File: src/poller_cfg_pkg.sv
package poller_cfg_pkg;

    // ============================================================
    // flow and ring sizes
    // ============================================================
    localparam int num_flows = 8;
    localparam int flowid_w = 3;
    localparam int idx_w = 8;        // 256 byte positions per ring.
    localparam int addr_w = 16;

    // ============================================================
    // poll queue sizes
    // ============================================================
    localparam int queue_depth = num_flows;   // one slot per flow, so it never overflows.
    localparam int qptr_w = 3;
    localparam int qcnt_w = 4;

endpackage

File: src/poller_types_pkg.sv
package poller_types_pkg;

    typedef logic [poller_cfg_pkg::flowid_w-1:0] flowid_t;
    typedef logic [poller_cfg_pkg::idx_w-1:0]    ring_idx_t;
    typedef logic [poller_cfg_pkg::idx_w-1:0]    msg_len_t;   // requested byte count.
    typedef logic [poller_cfg_pkg::addr_w-1:0]   buf_addr_t;

    // states of the poll controller.
    typedef enum logic [2:0] {
        ready          = 3'd0,
        rd_idxs        = 3'd1,
        state_resp     = 3'd2,
        calc           = 3'd3,
        requeue_flow   = 3'd4,
        buf_store_req  = 3'd5,
        buf_store_resp = 3'd6,
        send_notif     = 3'd7
    } poll_state_e;

endpackage

File: src/flow_queue.sv
`timescale 1ns/1ns

module flow_queue #(
    parameter type payload_t = logic [7:0]
) (
    input  logic     clk,
    input  logic     rst,
    input  logic     wr_val,
    input  payload_t wr_data,
    output logic     wr_rdy,
    input  logic     rd_req_val,
    output logic     empty,
    output payload_t rd_data
);
    import poller_cfg_pkg::*;

    payload_t          mem [queue_depth];
    logic [qptr_w-1:0] wr_ptr;
    logic [qptr_w-1:0] rd_ptr;
    logic [qcnt_w-1:0] count;
    logic              push;
    logic              pop;

    assign wr_rdy = (count != qcnt_w'(queue_depth));
    assign empty = (count == '0);
    assign push = wr_val & wr_rdy;
    assign pop = rd_req_val & ~empty;
    assign rd_data = mem[rd_ptr];   // the head is always visible.

    always_ff @(posedge clk) begin
        if (push) begin
            mem[wr_ptr] <= wr_data;
        end
    end

    // the pointers wrap on their own since the depth is a power of two.
    always_ff @(posedge clk) begin
        if (rst) begin
            wr_ptr <= '0;
            rd_ptr <= '0;
            count <= '0;
        end
        else begin
            if (push) begin
                wr_ptr <= wr_ptr + 1'b1;
            end
            if (pop) begin
                rd_ptr <= rd_ptr + 1'b1;
            end
            case ({push, pop})
                2'b10: count <= count + 1'b1;
                2'b01: count <= count - 1'b1;
                default: count <= count;
            endcase
        end
    end

endmodule

File: src/flow_table.sv
`timescale 1ns/1ns

module flow_table #(
    parameter type entry_t = logic [7:0]
) (
    input  logic                      clk,
    input  logic                      rst,
    input  logic                      wr_val,
    input  poller_types_pkg::flowid_t wr_flowid,
    input  entry_t                    wr_data,
    input  logic                      rd_req_val,
    input  poller_types_pkg::flowid_t rd_req_flowid,
    output logic                      rd_req_rdy,
    output logic                      rd_resp_val,
    input  logic                      rd_resp_rdy,
    output entry_t                    rd_resp_data
);
    import poller_cfg_pkg::*;

    entry_t mem [num_flows];
    logic   rd_fire;

    // a new request waits while a response is still held.
    assign rd_req_rdy = ~rd_resp_val;
    assign rd_fire = rd_req_val & rd_req_rdy;

    always_ff @(posedge clk) begin
        if (rst) begin
            for (int i = 0; i < num_flows; i++) begin
                mem[i] <= '0;
            end
            rd_resp_val <= 1'b0;
        end
        else begin
            if (wr_val) begin
                mem[wr_flowid] <= wr_data;
            end
            if (rd_fire) begin
                rd_resp_val <= 1'b1;
            end
            else if (rd_resp_rdy) begin
                rd_resp_val <= 1'b0;
            end
        end
    end

    // a read that meets a write to the same entry sees the old value.
    always_ff @(posedge clk) begin
        if (rd_fire) begin
            rd_resp_data <= mem[rd_req_flowid];
        end
    end

endmodule

File: src/msg_ptr_poller_ctrl.sv
`timescale 1ns/1ns

module msg_ptr_poller_ctrl (
    input  logic clk,
    input  logic rst,
    input  logic q_empty,
    output logic q_rd_req_val,
    output logic req_mem_rd_req_val,
    input  logic req_mem_rd_req_rdy,
    input  logic req_mem_rd_resp_val,
    output logic req_mem_rd_resp_rdy,
    output logic base_idx_rd_req_val,
    input  logic base_idx_rd_req_rdy,
    input  logic base_idx_rd_resp_val,
    output logic base_idx_rd_resp_rdy,
    output logic end_idx_rd_req_val,
    input  logic end_idx_rd_req_rdy,
    input  logic end_idx_rd_resp_val,
    output logic end_idx_rd_resp_rdy,
    output logic base_buf_rd_req_val,
    input  logic base_buf_rd_req_rdy,
    input  logic base_buf_rd_resp_val,
    output logic base_buf_rd_resp_rdy,
    output logic requeue_val,
    input  logic requeue_rdy,
    output logic notif_val,
    input  logic notif_rdy,
    output logic clear_val,
    input  logic msg_satis,
    output logic store_flowid,
    output logic store_req_data,
    output logic store_idxs,
    output logic store_buf
);
    import poller_types_pkg::*;

    poll_state_e state_reg;
    poll_state_e state_next;

    always_ff @(posedge clk) begin
        if (rst) begin
            state_reg <= ready;
        end
        else begin
            state_reg <= state_next;
        end
    end

    always_comb begin
        q_rd_req_val = 1'b0;
        req_mem_rd_req_val = 1'b0;
        req_mem_rd_resp_rdy = 1'b0;
        base_idx_rd_req_val = 1'b0;
        base_idx_rd_resp_rdy = 1'b0;
        end_idx_rd_req_val = 1'b0;
        end_idx_rd_resp_rdy = 1'b0;
        base_buf_rd_req_val = 1'b0;
        base_buf_rd_resp_rdy = 1'b0;
        requeue_val = 1'b0;
        notif_val = 1'b0;
        clear_val = 1'b0;
        store_flowid = 1'b0;
        store_req_data = 1'b0;
        store_idxs = 1'b0;
        store_buf = 1'b0;
        state_next = state_reg;

        case (state_reg)
            ready: begin
                // pop the head and read its request length in one go.
                if (~q_empty & req_mem_rd_req_rdy) begin
                    q_rd_req_val = 1'b1;
                    req_mem_rd_req_val = 1'b1;
                    store_flowid = 1'b1;
                    state_next = rd_idxs;
                end
            end
            rd_idxs: begin
                if (base_idx_rd_req_rdy & end_idx_rd_req_rdy) begin
                    base_idx_rd_req_val = 1'b1;
                    end_idx_rd_req_val = 1'b1;
                    state_next = state_resp;
                end
            end
            state_resp: begin
                if (req_mem_rd_resp_val & base_idx_rd_resp_val & end_idx_rd_resp_val) begin
                    req_mem_rd_resp_rdy = 1'b1;
                    base_idx_rd_resp_rdy = 1'b1;
                    end_idx_rd_resp_rdy = 1'b1;
                    store_req_data = 1'b1;
                    store_idxs = 1'b1;
                    state_next = calc;
                end
            end
            calc: begin
                state_next = msg_satis ? buf_store_req : requeue_flow;
            end
            requeue_flow: begin
                requeue_val = 1'b1;
                if (requeue_rdy) begin
                    state_next = ready;
                end
            end
            buf_store_req: begin
                base_buf_rd_req_val = 1'b1;
                if (base_buf_rd_req_rdy) begin
                    state_next = buf_store_resp;
                end
            end
            buf_store_resp: begin
                base_buf_rd_resp_rdy = 1'b1;
                if (base_buf_rd_resp_val) begin
                    store_buf = 1'b1;
                    state_next = send_notif;
                end
            end
            send_notif: begin
                notif_val = 1'b1;
                if (notif_rdy) begin
                    clear_val = 1'b1;   // the flow goes idle again.
                    state_next = ready;
                end
            end
            default: begin
                q_rd_req_val = 'x;
                req_mem_rd_req_val = 'x;
                base_idx_rd_req_val = 'x;
                end_idx_rd_req_val = 'x;
                base_buf_rd_req_val = 'x;
                requeue_val = 'x;
                notif_val = 'x;
                clear_val = 'x;
                state_next = poll_state_e'(3'bxxx);
            end
        endcase
    end

endmodule

File: src/msg_ptr_poller_datapath.sv
`timescale 1ns/1ns

module msg_ptr_poller_datapath (
    input  logic                        clk,
    input  logic                        rst,
    input  logic                        store_flowid,
    input  logic                        store_req_data,
    input  logic                        store_idxs,
    input  logic                        store_buf,
    input  poller_types_pkg::flowid_t   head_flowid,
    input  poller_types_pkg::msg_len_t  req_len_data,
    input  poller_types_pkg::ring_idx_t base_idx_data,
    input  poller_types_pkg::ring_idx_t end_idx_data,
    input  poller_types_pkg::buf_addr_t buf_base_data,
    output poller_types_pkg::flowid_t   cur_flowid,
    output logic                        msg_satis,
    output poller_types_pkg::buf_addr_t notif_addr,
    output poller_types_pkg::msg_len_t  notif_len
);
    import poller_cfg_pkg::*;
    import poller_types_pkg::*;

    msg_len_t  len_reg;
    ring_idx_t base_reg;
    ring_idx_t end_reg;
    buf_addr_t buf_base_reg;
    ring_idx_t avail;

    always_ff @(posedge clk) begin
        if (rst) begin
            cur_flowid <= '0;
            len_reg <= '0;
            base_reg <= '0;
            end_reg <= '0;
            buf_base_reg <= '0;
        end
        else begin
            if (store_flowid) begin
                cur_flowid <= head_flowid;
            end
            if (store_req_data) begin
                len_reg <= req_len_data;
            end
            if (store_idxs) begin
                base_reg <= base_idx_data;
                end_reg <= end_idx_data;
            end
            if (store_buf) begin
                buf_base_reg <= buf_base_data;
            end
        end
    end

    assign avail = end_reg - base_reg;   // bytes in the ring, modulo 256.
    assign msg_satis = (avail >= len_reg);

    assign notif_addr = buf_base_reg + {{(addr_w - idx_w){1'b0}}, base_reg};
    assign notif_len = len_reg;

endmodule

File: src/msg_ptr_poller_top.sv
`timescale 1ns/1ns

module msg_ptr_poller_top (
    input  logic                        clk,
    input  logic                        rst,
    input  logic                        req_val,
    input  poller_types_pkg::flowid_t   req_flowid,
    input  poller_types_pkg::msg_len_t  req_len,
    output logic                        req_rdy,
    input  logic                        cfg_val,
    input  poller_types_pkg::flowid_t   cfg_flowid,
    input  poller_types_pkg::ring_idx_t cfg_base_idx,
    input  poller_types_pkg::buf_addr_t cfg_buf_base,
    input  logic                        end_val,
    input  poller_types_pkg::flowid_t   end_flowid,
    input  poller_types_pkg::ring_idx_t end_idx,
    output logic                        notif_val,
    output poller_types_pkg::flowid_t   notif_flowid,
    output poller_types_pkg::buf_addr_t notif_addr,
    output poller_types_pkg::msg_len_t  notif_len,
    input  logic                        notif_rdy
);
    import poller_types_pkg::*;

    logic      req_accept, q_wr_val, q_wr_rdy, q_empty, q_rd_req_val;
    flowid_t   q_wr_data, q_head, cur_flowid;
    logic      requeue_val, requeue_rdy, clear_val, msg_satis;
    logic      store_flowid, store_req_data, store_idxs, store_buf;

    logic      req_mem_rd_req_val, req_mem_rd_req_rdy, req_mem_rd_resp_val, req_mem_rd_resp_rdy;
    logic      base_idx_rd_req_val, base_idx_rd_req_rdy, base_idx_rd_resp_val, base_idx_rd_resp_rdy;
    logic      end_idx_rd_req_val, end_idx_rd_req_rdy, end_idx_rd_resp_val, end_idx_rd_resp_rdy;
    logic      base_buf_rd_req_val, base_buf_rd_req_rdy, base_buf_rd_resp_val, base_buf_rd_resp_rdy;
    msg_len_t  req_len_data;
    ring_idx_t base_idx_data, end_idx_data;
    buf_addr_t buf_base_data;

    // ============================================================
    // poll queue and admission
    // ============================================================
    poll_admission poll_admission_inst (
        .clk, .rst, .req_val, .req_flowid, .req_rdy, .req_accept,
        .requeue_val, .requeue_flowid(cur_flowid), .requeue_rdy,
        .clear_val, .clear_flowid(cur_flowid), .q_wr_val, .q_wr_data, .q_wr_rdy
    );

    flow_queue #(.payload_t(flowid_t)) flow_queue_inst (
        .clk, .rst, .wr_val(q_wr_val), .wr_data(q_wr_data), .wr_rdy(q_wr_rdy),
        .rd_req_val(q_rd_req_val), .empty(q_empty), .rd_data(q_head)
    );

    // ============================================================
    // per-flow tables
    // ============================================================
    // the request table is read by the queue head, the others by the stored flow.
    flow_table #(.entry_t(msg_len_t)) req_mem_inst (
        .clk, .rst, .wr_val(req_accept), .wr_flowid(req_flowid), .wr_data(req_len),
        .rd_req_val(req_mem_rd_req_val), .rd_req_flowid(q_head), .rd_req_rdy(req_mem_rd_req_rdy),
        .rd_resp_val(req_mem_rd_resp_val), .rd_resp_rdy(req_mem_rd_resp_rdy),
        .rd_resp_data(req_len_data)
    );

    flow_table #(.entry_t(ring_idx_t)) base_idx_inst (
        .clk, .rst, .wr_val(cfg_val), .wr_flowid(cfg_flowid), .wr_data(cfg_base_idx),
        .rd_req_val(base_idx_rd_req_val), .rd_req_flowid(cur_flowid),
        .rd_req_rdy(base_idx_rd_req_rdy), .rd_resp_val(base_idx_rd_resp_val),
        .rd_resp_rdy(base_idx_rd_resp_rdy), .rd_resp_data(base_idx_data)
    );

    flow_table #(.entry_t(ring_idx_t)) end_idx_inst (
        .clk, .rst, .wr_val(end_val), .wr_flowid(end_flowid), .wr_data(end_idx),
        .rd_req_val(end_idx_rd_req_val), .rd_req_flowid(cur_flowid),
        .rd_req_rdy(end_idx_rd_req_rdy), .rd_resp_val(end_idx_rd_resp_val),
        .rd_resp_rdy(end_idx_rd_resp_rdy), .rd_resp_data(end_idx_data)
    );

    flow_table #(.entry_t(buf_addr_t)) base_buf_inst (
        .clk, .rst, .wr_val(cfg_val), .wr_flowid(cfg_flowid), .wr_data(cfg_buf_base),
        .rd_req_val(base_buf_rd_req_val), .rd_req_flowid(cur_flowid),
        .rd_req_rdy(base_buf_rd_req_rdy), .rd_resp_val(base_buf_rd_resp_val),
        .rd_resp_rdy(base_buf_rd_resp_rdy), .rd_resp_data(buf_base_data)
    );

    // ============================================================
    // controller and datapath
    // ============================================================
    msg_ptr_poller_ctrl msg_ptr_poller_ctrl_inst (
        .clk, .rst, .q_empty, .q_rd_req_val,
        .req_mem_rd_req_val, .req_mem_rd_req_rdy, .req_mem_rd_resp_val, .req_mem_rd_resp_rdy,
        .base_idx_rd_req_val, .base_idx_rd_req_rdy, .base_idx_rd_resp_val, .base_idx_rd_resp_rdy,
        .end_idx_rd_req_val, .end_idx_rd_req_rdy, .end_idx_rd_resp_val, .end_idx_rd_resp_rdy,
        .base_buf_rd_req_val, .base_buf_rd_req_rdy, .base_buf_rd_resp_val, .base_buf_rd_resp_rdy,
        .requeue_val, .requeue_rdy, .notif_val, .notif_rdy, .clear_val, .msg_satis,
        .store_flowid, .store_req_data, .store_idxs, .store_buf
    );

    msg_ptr_poller_datapath msg_ptr_poller_datapath_inst (
        .clk, .rst, .store_flowid, .store_req_data, .store_idxs, .store_buf,
        .head_flowid(q_head), .req_len_data, .base_idx_data, .end_idx_data, .buf_base_data,
        .cur_flowid, .msg_satis, .notif_addr, .notif_len
    );

    assign notif_flowid = cur_flowid;

endmodule

File: src/poll_admission.sv
`timescale 1ns/1ns

module poll_admission (
    input  logic                      clk,
    input  logic                      rst,
    input  logic                      req_val,
    input  poller_types_pkg::flowid_t req_flowid,
    output logic                      req_rdy,
    output logic                      req_accept,
    input  logic                      requeue_val,
    input  poller_types_pkg::flowid_t requeue_flowid,
    output logic                      requeue_rdy,
    input  logic                      clear_val,
    input  poller_types_pkg::flowid_t clear_flowid,
    output logic                      q_wr_val,
    output poller_types_pkg::flowid_t q_wr_data,
    input  logic                      q_wr_rdy
);
    import poller_cfg_pkg::*;

    logic [num_flows-1:0] active;

    // ============================================================
    // queue write arbitration
    // ============================================================
    assign requeue_rdy = q_wr_rdy;   // a requeue always wins the queue.
    assign req_rdy = ~active[req_flowid] & ~requeue_val & q_wr_rdy;
    assign req_accept = req_val & req_rdy;

    assign q_wr_val = requeue_val | req_accept;
    assign q_wr_data = requeue_val ? requeue_flowid : req_flowid;

    // ============================================================
    // active flows
    // ============================================================
    // a flow stays active from its post until its notification is taken.
    always_ff @(posedge clk) begin
        if (rst) begin
            active <= '0;
        end
        else begin
            if (req_accept) begin
                active[req_flowid] <= 1'b1;
            end
            if (clear_val) begin
                active[clear_flowid] <= 1'b0;
            end
        end
    end

endmodule

File: config.mk
export PLATFORM = sky130hd
export DESIGN_NAME = msg_ptr_poller_top
export DESIGN_NICKNAME = d
export VERILOG_FILES = /design/src/poller_cfg_pkg.sv /design/src/poller_types_pkg.sv /design/src/flow_queue.sv /design/src/flow_table.sv /design/src/msg_ptr_poller_ctrl.sv /design/src/msg_ptr_poller_datapath.sv /design/src/msg_ptr_poller_top.sv /design/src/poll_admission.sv
export SDC_FILE = /design/constraint.sdc
export NUM_CORES = 1
export LEC_CHECK = 0
export CAP_MARGIN = 15
export CORE_MARGIN = 10
export CORE_UTILIZATION = 45
export DETAILED_ROUTE_END_ITERATION = 7
export DONT_BUFFER_PORTS = 1
export PLACE_DENSITY_LB_ADDON = 0.15
export SLEW_MARGIN = 20
export SYNTH_ARGS = -nofsm -noshare
export SYNTH_HDL_FRONTEND = slang
export SYNTH_SLANG_ARGS = --single-unit
File: constraint.sdc
create_clock -name clk -period 7.8 [get_ports clk]
set_clock_uncertainty 0.05 [all_clocks]
set_input_delay 0.39 -clock clk [delete_from_list [all_inputs] [get_ports clk]]
set_output_delay 0.39 -clock clk [all_outputs]
set_load 0.02 [all_outputs]
# After elaboration in Yosys (flattened, before gate mapping)
# Memories as Yosys holds them, arrays and structs flattened. A register that Yosys moved wholly into a read port is not among the register bits.
# Index checks and enable logic that the tools add are counted.
dict set report word_totals {
  in_bits 55
  mem_bits_rw 344
  word_cells 152
  ff_bits 68
  out_inout_bits 29
  n_memories 5
}
# name words word_bits read_ports rd_ports_with_merged_regs wr line
set mem_list {}
lappend mem_list {base_buf_inst.mem 8 16 1 1 8 flow_table.sv:20} ;# entry_t mem [num_flows];
lappend mem_list {base_idx_inst.mem 8 8 1 1 8 flow_table.sv:20}
lappend mem_list {end_idx_inst.mem 8 8 1 1 8 flow_table.sv:20}
lappend mem_list {req_mem_inst.mem 8 8 1 1 8 flow_table.sv:20}
lappend mem_list {flow_queue_inst.mem 8 3 1 1 1 flow_queue.sv:17} ;# payload_t mem [queue_depth];
dict set report op_classes {
  magnitude_cmp 5
  n_addsub 6
  n_eq_ne 17
  muxes 67
  bitwise 24
  reduce_logical 14
}
# cell n
set op_table {}
lappend op_table {{2-to-1 mux 8 bit} 6}
lappend op_table {{2-to-1 mux 3 bit} 14}
lappend op_table {{2-to-1 mux 1 bit} 41}
lappend op_table {{case mux 3 bit (8 select lines)} 1}
lappend op_table {{OR reduction 8 bit} 3}
lappend op_table {{adder 16 x 8 -> 16 bit} 1}
lappend op_table {{2-to-1 mux 16 bit} 1}
lappend op_table {{OR reduction 16 bit} 1}
lappend op_table {{bitwise AND 1 bit} 13}
lappend op_table {{equality test 3 bit (second input constant)} 4}
lappend op_table {{nonzero test 2 bit} 5}
lappend op_table {{bitwise AND 8 bit} 1}
lappend op_table {{greater-or-equal comparator 8 bit} 1}
lappend op_table {{< comparator 3 x 4 -> 1 bit (second input constant)} 2}
lappend op_table {{!= test 2 bit (second input constant)} 4}
lappend op_table {{NOT 8 bit} 1}
lappend op_table {{OR 8 bit} 1}
lappend op_table {{case mux 4 bit (2 select lines)} 1}
lappend op_table {{subtractor 8 bit} 1}
lappend op_table {{NOT 1 bit} 7}
lappend op_table {{AND reduction 7 bit} 1}
lappend op_table {{adder 3 x 1 -> 3 bit (second input constant)} 2}
lappend op_table {{demux 1 bit (select 3 bit)} 2}
lappend op_table {{equality test 3 x 2 -> 1 bit (second input constant)} 2}
lappend op_table {{13 further kinds} 17}

# Longest topological paths before layout
# Gate-level depths: netlist of the first run.
dict set report depth {
  ltp_word 11
  ltp_mapped 15
  ltp_nobuf 15
}

# Hierarchy
# From an unflattened synthesis of the first run, not the netlist that was laid out.
dict set report unflattened {
  hier_cells 1499
  hier_area_um2 21156.5
}
# module instances area_each_um2 seq_area_each_um2 cells_per_inst
set modules_own_cells {}
lappend modules_own_cells {{flow_table (end_idx_inst ...)} 2 3265.6 2182.1 207}
lappend modules_own_cells {{flow_table (base_buf_inst)} 1 6359.8 4344.2 395}
lappend modules_own_cells {{flow_table (base_idx_inst)} 1 3266.9 2182.1 207}
lappend modules_own_cells {msg_ptr_poller_datapath 1 2468.6 860.8 261}
lappend modules_own_cells {flow_queue 1 1586.5 980.9 107}
lappend modules_own_cells {poll_admission 1 548.0 160.2 67}
lappend modules_own_cells {msg_ptr_poller_ctrl 1 395.4 60.1 48}

# Worst setup path before layout of the first run
# OpenSTA, ideal clock, no wires.
dict set report synth_path {
  kind {register -> register}
  start {register msg_ptr_poller_datapath_inst.base_reg[0]}
  end {register msg_ptr_poller_ctrl_inst.state_reg[0]}
  synth_period_minus_slack_ns 2.788
  n_path_buf 0
  path_stages_with_launch 15
  setup_slack_ns 5.012
  t_arrival_ns 2.586
  setup_ns 0.151
  required_ns 7.599
  path_cell_list {dfxtp_1 > ha_1 > inv_1 > fa_1 > nand2_1 > nand2_1 > a21oi_1 > o21bai_1 > a21oi_1 > xnor2_1 > ha_1 > o211ai_1 > nor2_1 > a2111oi_0 > a211oi_1}
}
dict set report synth_between {
  elab_chain_cells 4
}
# item line
set synth_lines {}
lappend synth_lines {{from (decl)} msg_ptr_poller_datapath.sv:24} ;# ring_idx_t base_reg;
lappend synth_lines {{from (signal assigned)} msg_ptr_poller_datapath.sv:45} ;# base_reg <= base_idx_data;
lappend synth_lines {{subtractor 8 bit} msg_ptr_poller_datapath.sv:54} ;# assign avail = end_reg - base_reg;
lappend synth_lines {{greater-or-equal comparator 8 bit} msg_ptr_poller_datapath.sv:55} ;# assign msg_satis = (avail >= len_reg);
lappend synth_lines {{2-to-1 mux 1 bit} msg_ptr_poller_ctrl.sv:96} ;# state_next = msg_satis ? buf_store_req : requeue_flow;
lappend synth_lines {{case mux 3 bit (8 select lines)} msg_ptr_poller_ctrl.sv:68} ;# case (state_reg)
lappend synth_lines {{to (signal assigned)} msg_ptr_poller_ctrl.sv:42} ;# state_reg <= ready;
lappend synth_lines {{to (signal assigned)} msg_ptr_poller_ctrl.sv:45} ;# state_reg <= state_next;
lappend synth_lines {{to (decl)} msg_ptr_poller_ctrl.sv:37} ;# poll_state_e state_reg;
# Every way passes these cells.
# A chain may end at the register's enable or synchronous reset.

# Worst setup path in the final report of the first run
dict set report layout_path {
  start {register msg_ptr_poller_datapath_inst.base_reg[0]}
  end {output port notif_addr[10]}
}
dict set report layout_between {
  elab_chain_cells 1
}
# item line
set layout_lines {}
lappend layout_lines {{adder 16 x 8 -> 16 bit} msg_ptr_poller_datapath.sv:57} ;# assign notif_addr = buf_base_reg + {{(addr_w - idx_w){1'b0}}, base_reg};
lappend layout_lines {{to (decl)} msg_ptr_poller_top.sv:19} ;# output poller_types_pkg::buf_addr_t notif_addr,
# Every way passes these cells.

==> metrics.txt, run 1 <==
WS Path Type=register to output port; FP Rows=78; Setup Total Neg Slack=0 ps; max-slew violations=0; total power=6.76 mW; largest family of logic cells by synthesized area=simple AND/OR/NAND/NOR gates; startpoint types=register; post-route clock period utilization=45.2%; top cell type's share of synthesized area=56.2%; largest net degree at the start of global routing=70; initial core utilization=45.3%; Iteration-0 DRC Markers=1113; CP Max Fanout=4; worst r2r src=msg_ptr_poller_datapath_inst.cur_flowid[1]$_SDFFE_PP0P_; CTS clk-pin slew, worst paths=60 ps; net switching power=2.02 mW; fin cells=2240; main flop type after synthesis=edfxtp_1; post-synthesis mux area share=8.42%; Synth Area in Simple Gates=15.7%; worst endpoint required time=7360 ps; via count=12600; syn nets=1670; Placement Setup Slack=4530 ps; Peak supply drop=0.191 mV; power density cells=294 mW/mm2; CTS tree=done; Final Hold Vio Count=0; max cap viols=0; Sw Share=29.9%; Via density=5.63; hpwl dp=34.1 mm; clk sinks=455; # port buffers=0; Die Area=0.0546 mm2; critical path's top delay family=compound AO/OA/AOI/OAI gates; max_slew headroom=25.7%; DR WL/cell=24.4 um; Setup crit end kind=output port; slowest stage delay, CP=730 ps; status=finished, final reports clean; core footprint=0.0453 mm2; Slew @ Worst Pin=1090 ps; total track usage=20.1%; combinational fraction of design power=21.7%; clk buf depth=3; Placed Cells=2117; Min-Delay Path Class=input pin to register; global-route wire length before repair=82.0 mm; Finished Cell Area=0.0230 mm2; proportion of power drawn by flip-flops and latches=45.9%; Worst R2R Path Depth=5; Clock Tree Root=clkbuf_16; Compound-Gate Fraction of Synth Area=6.98%; share of cells above drive strength 1=12.3%; Final Wtd Congestion=0.826; Worst Setup EP=notif_addr[10]; Ys Warns=0; RSZ-0062 raised after global routing=false; post-synth top area cell=edfxtp_1; r2r setup slk=4610 ps; number of global-route vias before repair=12700; Syn Inst Count=1580; XOR/XNOR Fraction of Synth Area=1.11%; Area growth syn-to-layout=12.0%; power share of the clock group=32.4%; Worst-Skew Late Latency=570 ps; Final Util=50.8%; adder-cell share of the synthesized area=2.24%; register area share after synthesis=63.1%; H-tree levels=2; Setup WS post-layout=4270 ps; Routed WL=54.7 mm; minimum clock period=3530 ps; Post-synth ARST share=0%; gr ovfl total=0; max FFs per register=128; Initial DRT Pass Iterations=5; Pint=4.74 mW; final-stage net count=1692; worst endpoint data arrival time=3090 ps; count of cell types in the netlist=64; Fmax achieved=283 MHz; Biggest register=base_buf_inst.mem; cts repair resizes=0; WP depth=9; Avg Inst Size Synth=13.0 um2; # DRC=0; post-route ant nets=0; die span in x=234 um; minimum hold slack=39.1 ps; DIE HEIGHT=234 um; Post-synth EDFFs=384; Synth area leaders=edfxtp_1 (56%), and2_1 (7.9%), dfxtp_1 (6.9%); initial antenna violation count=6; Buffers & Inverters on Critical Path=1; #FFs+latches synth=455; final setup fails=0; Area after DPL=0.0211 mm2; Num CTS Buffers=49; slowest CP cell=o41ai_1; RR Endpoint=base_buf_inst.rd_resp_data[14]$_DFFE_PP_; cell area after synthesis=0.0205 mm2; crit-path cells=ha_1, inv_1, fa_1, nor2b_1, o21ai_0, a21oi_1, o41ai_1, nor2_1, xor2_1; Leak=7.89 nW; Top Ports=84; crit path from=msg_ptr_poller_datapath_inst.base_reg[0]$_SDFFE_PP0P_
-- cell usage after synthesis, types with 7 or more instances --
cell and count:
xnor2_1 17, a21oi_1 71, o22ai_1 10, mux2_2 40
a22oi_1 17, dfxtp_1 71, a21o_1 7, o221ai_1 10
buf_1 8, buf_2 8, nor2_1 134, mux4_1 11
nor2b_1 8, nand2_1 136, ha_1 32, nand2b_1 10
xor2_1 9, mux2i_1 33, clkbuf_1 64, and2_1 259
edfxtp_1 384, inv_1 34, o21ai_0 25, mux4_2 27
nor3_1 15, nand3_1 7, or2_2 17, a221oi_1 33
-- cell type report --
cell class	count	area (um2)
antenna	2	5.00
clock buffer	60	1270
tap	600	751
sequential	455	13000
fill	3959	22300
clock inverter	27	210
inverter	35	131
multi-input combinational	1005	7140
timing repair buffer	56	523
-- what timing repair did --
action,in CTS,in global routing
hold endpoints to repair,327,0
setup buffers,0,0
hold buffers,34,0
-- placed cells by master (no fill, tap or decap), types with 8 or more instances in the layout --
master         synthesis  routed
a22oi_1               17      17
ha_1                  32      32
o221ai_1              10      10
dlygate4sd3_1          0      33
edfxtp_1             384     384
and2_1               259     259
mux2i_1               33      33
clkbuf_16              0      49
nor2b_1                8       8
xnor2_1               17      17
or2_2                 17      17
o22ai_1               10      10
buf_4                  1      22
inv_1                 34      34
o21ai_0               25      25
mux4_1                11      11
nor3_1                15      11
clkinv_1               1       9
a221oi_1              33      33
clkinv_2               0      12
nand2b_1              10      10
xor2_1                 9       9
nand2_1              136     136
a21oi_1               71      71
mux2_2                40      40
nor2_1               134     133
mux4_2                27      27
dfxtp_1               71      68
clkbuf_1              64      11
-- routing by layer --
layer | track usage, % | vias to the layer above | share of wire, % | routed length (um)
met2 | 32.4 | 391 | 47 | 25900
met3 | 3.79 | 77 | 6.4 | 3510
li1 | - | 5819 | - | -
met4 | 5.40 | 4 | 2.0 | 1080
met1 | 27.3 | 6312 | 44 | 24100
met5 | 0 | - | 0.038 | 21
-- worst min-delay path by stage --
stage / startpoint / end / slack (ps) / cells past startpoint
after global routing: req_val / poll_admission_inst.active[4]$_SDFF_PP0_ / 40 / 2
after CTS: req_val / poll_admission_inst.active[3]$_SDFF_PP0_ / 5 / 2
after floorplan: msg_ptr_poller_datapath_inst.end_reg[0]$_SDFFE_PP0P_ / msg_ptr_poller_datapath_inst.end_reg[0]$_SDFFE_PP0P_ / 390 / 2
final: req_val / poll_admission_inst.active[3]$_SDFF_PP0_ / 40 / 2
after detailed placement: msg_ptr_poller_datapath_inst.end_reg[0]$_SDFFE_PP0P_ / msg_ptr_poller_datapath_inst.end_reg[0]$_SDFFE_PP0P_ / 400 / 2
after global placement: msg_ptr_poller_datapath_inst.end_reg[0]$_SDFFE_PP0P_ / msg_ptr_poller_datapath_inst.end_reg[0]$_SDFFE_PP0P_ / 400 / 2
-- power by group through the flow --
stage,logic (mW),clock network [mW],registers (mW)
after global routing,1.58,2.32,3.12
after CTS,1.47,2.22,3.10
final,1.46,2.19,3.10
after floorplan,1.05,0,3.01
after global placement,1.41,0,3.15
after detailed placement,1.43,0,3.15
-- logic make-up after synthesis --
kind of cell | after synthesis
AND/OR/NAND/NOR | 618
flip-flops | 455
AO/OA/AOI/OAI | 212
buffers and inverters | 120
multiplexers | 114
adder cells (fa/ha/maj) | 35
XOR/XNOR | 26
-- worst register-to-register path, cell delays in order, from the launching register on --
cell and delay [ps]:
dfxtp_4 690, inv_1 590, nor2_1 1000, a221oi_1 230, a21oi_1 170, a311o_1 270
No activity file was read; power rests on OpenSTA's default activity.
==> run 2: changes to the inputs <==
clock period = 2.8 ns   (was 7.8 ns; I/O delays follow)
==> metrics.txt, run 2 (same netlist as run 1, synthesis figures left out) <==
status=finished with violations; failing checks=negative setup slack; Setup crit end kind=output port; Fmax achieved=355 MHz; RSZ-0062 raised after global routing=true; initial antenna violation count=4; worst endpoint required time=2610 ps; max_slew headroom=40.8%; crit path from=msg_ptr_poller_datapath_inst.base_reg[0]$_SDFFE_PP0P_; Setup WS post-layout=-13.9 ps; Initial DRT Pass Iterations=5; Clock Tree Root=clkbuf_16; H-tree levels=2; CTS tree=done; minimum clock period=2810 ps; power density cells=824 mW/mm2; r2r setup slk=70 ps; Peak supply drop=0.545 mV; initial core utilization=45.3%; die span in x=234 um; max FFs per register=128; Area after DPL=0.0217 mm2; post-route ant nets=0; post-route clock period utilization=100%; Num CTS Buffers=50; Finished Cell Area=0.0240 mm2; share of cells above drive strength 1=17.2%; Min-Delay Path Class=input pin to register; via count=12900; Slew @ Worst Pin=888 ps; number of global-route vias before repair=13100; RR Endpoint=msg_ptr_poller_ctrl_inst.state_reg[0]$_SDFFE_PP0P_; diode count=0; Worst-Skew Late Latency=590 ps; max-slew violations=0; Via density=5.57; worst endpoint data arrival time=2620 ps; CP Max Fanout=4; clk sinks=455; worst r2r src=msg_ptr_poller_datapath_inst.end_reg[0]$_SDFFE_PP0P_; core footprint=0.0453 mm2; Leak=8.44 nW; total track usage=20.0%; largest net degree at the start of global routing=83; most frequent cells in the layout=edfxtp_1 (384), and2_1 (259), nand2_1 (134), nor2_1 (134), buf_4 (82); CTS clk-pin slew, worst paths=60 ps; gr ovfl total=0; Area growth syn-to-layout=16.8%; total power=19.8 mW; WS Path Type=register to output port; startpoint types=register; # DRC=0; hpwl dp=34.1 mm; final-stage net count=1774; Die Area=0.0546 mm2; Worst Setup EP=notif_addr[12]; clk buf depth=3; # port buffers=0; Worst R2R Path Depth=15; DR WL/cell=23.3 um; Biggest register=base_buf_inst.mem; FP Rows=78; max cap viols=0; Iteration-0 DRC Markers=1021; DIE HEIGHT=234 um; commonest non-fill, non-tap cell in the layout=edfxtp_1; Final Wtd Congestion=0.807; Top Ports=84; Final Hold Vio Count=0; global-route wire length before repair=82.1 mm; final setup fails=2; Routed WL=54.2 mm
## run 2: changes by cell type in the layout (fill, tap and decap cells not counted), moves of 4 or more
cell	delta
clkbuf_16	+4
o21ai_0	-6
xnor2_2	+4
xnor2_1	-4
buf_4	+60
buf_12	+4
dlygate4sd3_1	+16
o21ai_1	+5
## run 2: cell type report
class                      instances  area (um2)
clock buffer                      65        1390
sequential                       455       13000
timing repair buffer             137        1220
multi-input combinational       1005        7250
inverter                          35         131
clock inverter                    28         258
tap                              600         751
fill                            3896       21300
## run 2: worst min-delay path by stage
stage / startpoint / end / slack, ps / depth (start not counted)
2_1_floorplan: cfg_buf_base[0] / base_buf_inst.mem[0][0]$_SDFFCE_PN0P_ / 290 / 1
3_3_place_gp: rst / msg_ptr_poller_datapath_inst.cur_flowid[1]$_SDFFE_PP0P_ / 180 / 1
3_5_place_dp: rst / msg_ptr_poller_datapath_inst.buf_base_reg[12]$_SDFFE_PP0P_ / 210 / 1
4_1_cts: end_flowid[1] / end_idx_inst.mem[0][3]$_SDFFCE_PN0P_ / 5 / 3
5_1_grt: cfg_flowid[2] / base_buf_inst.mem[3][1]$_SDFFCE_PN0P_ / 10 / 2
6_report: end_flowid[2] / end_idx_inst.mem[7][7]$_SDFFCE_PN0P_ / 30 / 3
## run 2: per-layer routing
metal	up-vias	track usage (%)	routed length, um
met1	6491	26.5	23400
met2	377	32.6	26000
met3	87	4.32	3600
met5	-	0	20
met4	4	5.81	1230
li1	5988	-	-
## run 2: where the power goes
| group | total [mW] | switching (mW) | internal (mW) |
|---|---|---|---|
| Combinational | 4.66 | 2.76 | 1.90 |
| Clock | 6.62 | 2.68 | 3.95 |
| Sequential | 8.48 | 0.389 | 8.09 |
| Total | 19.8 | 5.82 | 13.9 |
## run 2: what timing repair did
item	in CTS	in global routing
setup buffers	1	2
endpoints found under the setup margin	8	11
resized for setup	22	17
hold buffers	50	0
pin swaps	11	17
hold endpoints to repair	495	0
cloned	0	0
## run 2: stage by stage
stage / hold slack, ps / setup TNS, ps / utilization (%) / instances / setup WS (ps)
after floorplan: 288 / 0 / - / 1580 / 12.1
after global placement: 183 / -76.9 / 47.8 / 2179 / -76.9
after detailed placement: 206 / -133 / 47.8 / 2179 / -133
after CTS: 5.08 / -153 / 52.8 / 2323 / -87.9
after global routing: 10.6 / -381 / 52.9 / 2325 / -130
final: 29.3 / -14.9 / 52.9 / 2325 / -13.9
## run 2: worst max-delay path: stages (launching register included)
cell and delay (ps):
dfxtp_2 360, buf_6 110, ha_4 120, inv_2 30, fa_2 340, nor2b_2 130
o21ai_2 80, a21oi_2 210, o41ai_4 100, nor2_1 150, xor2_1 220, buf_4 180
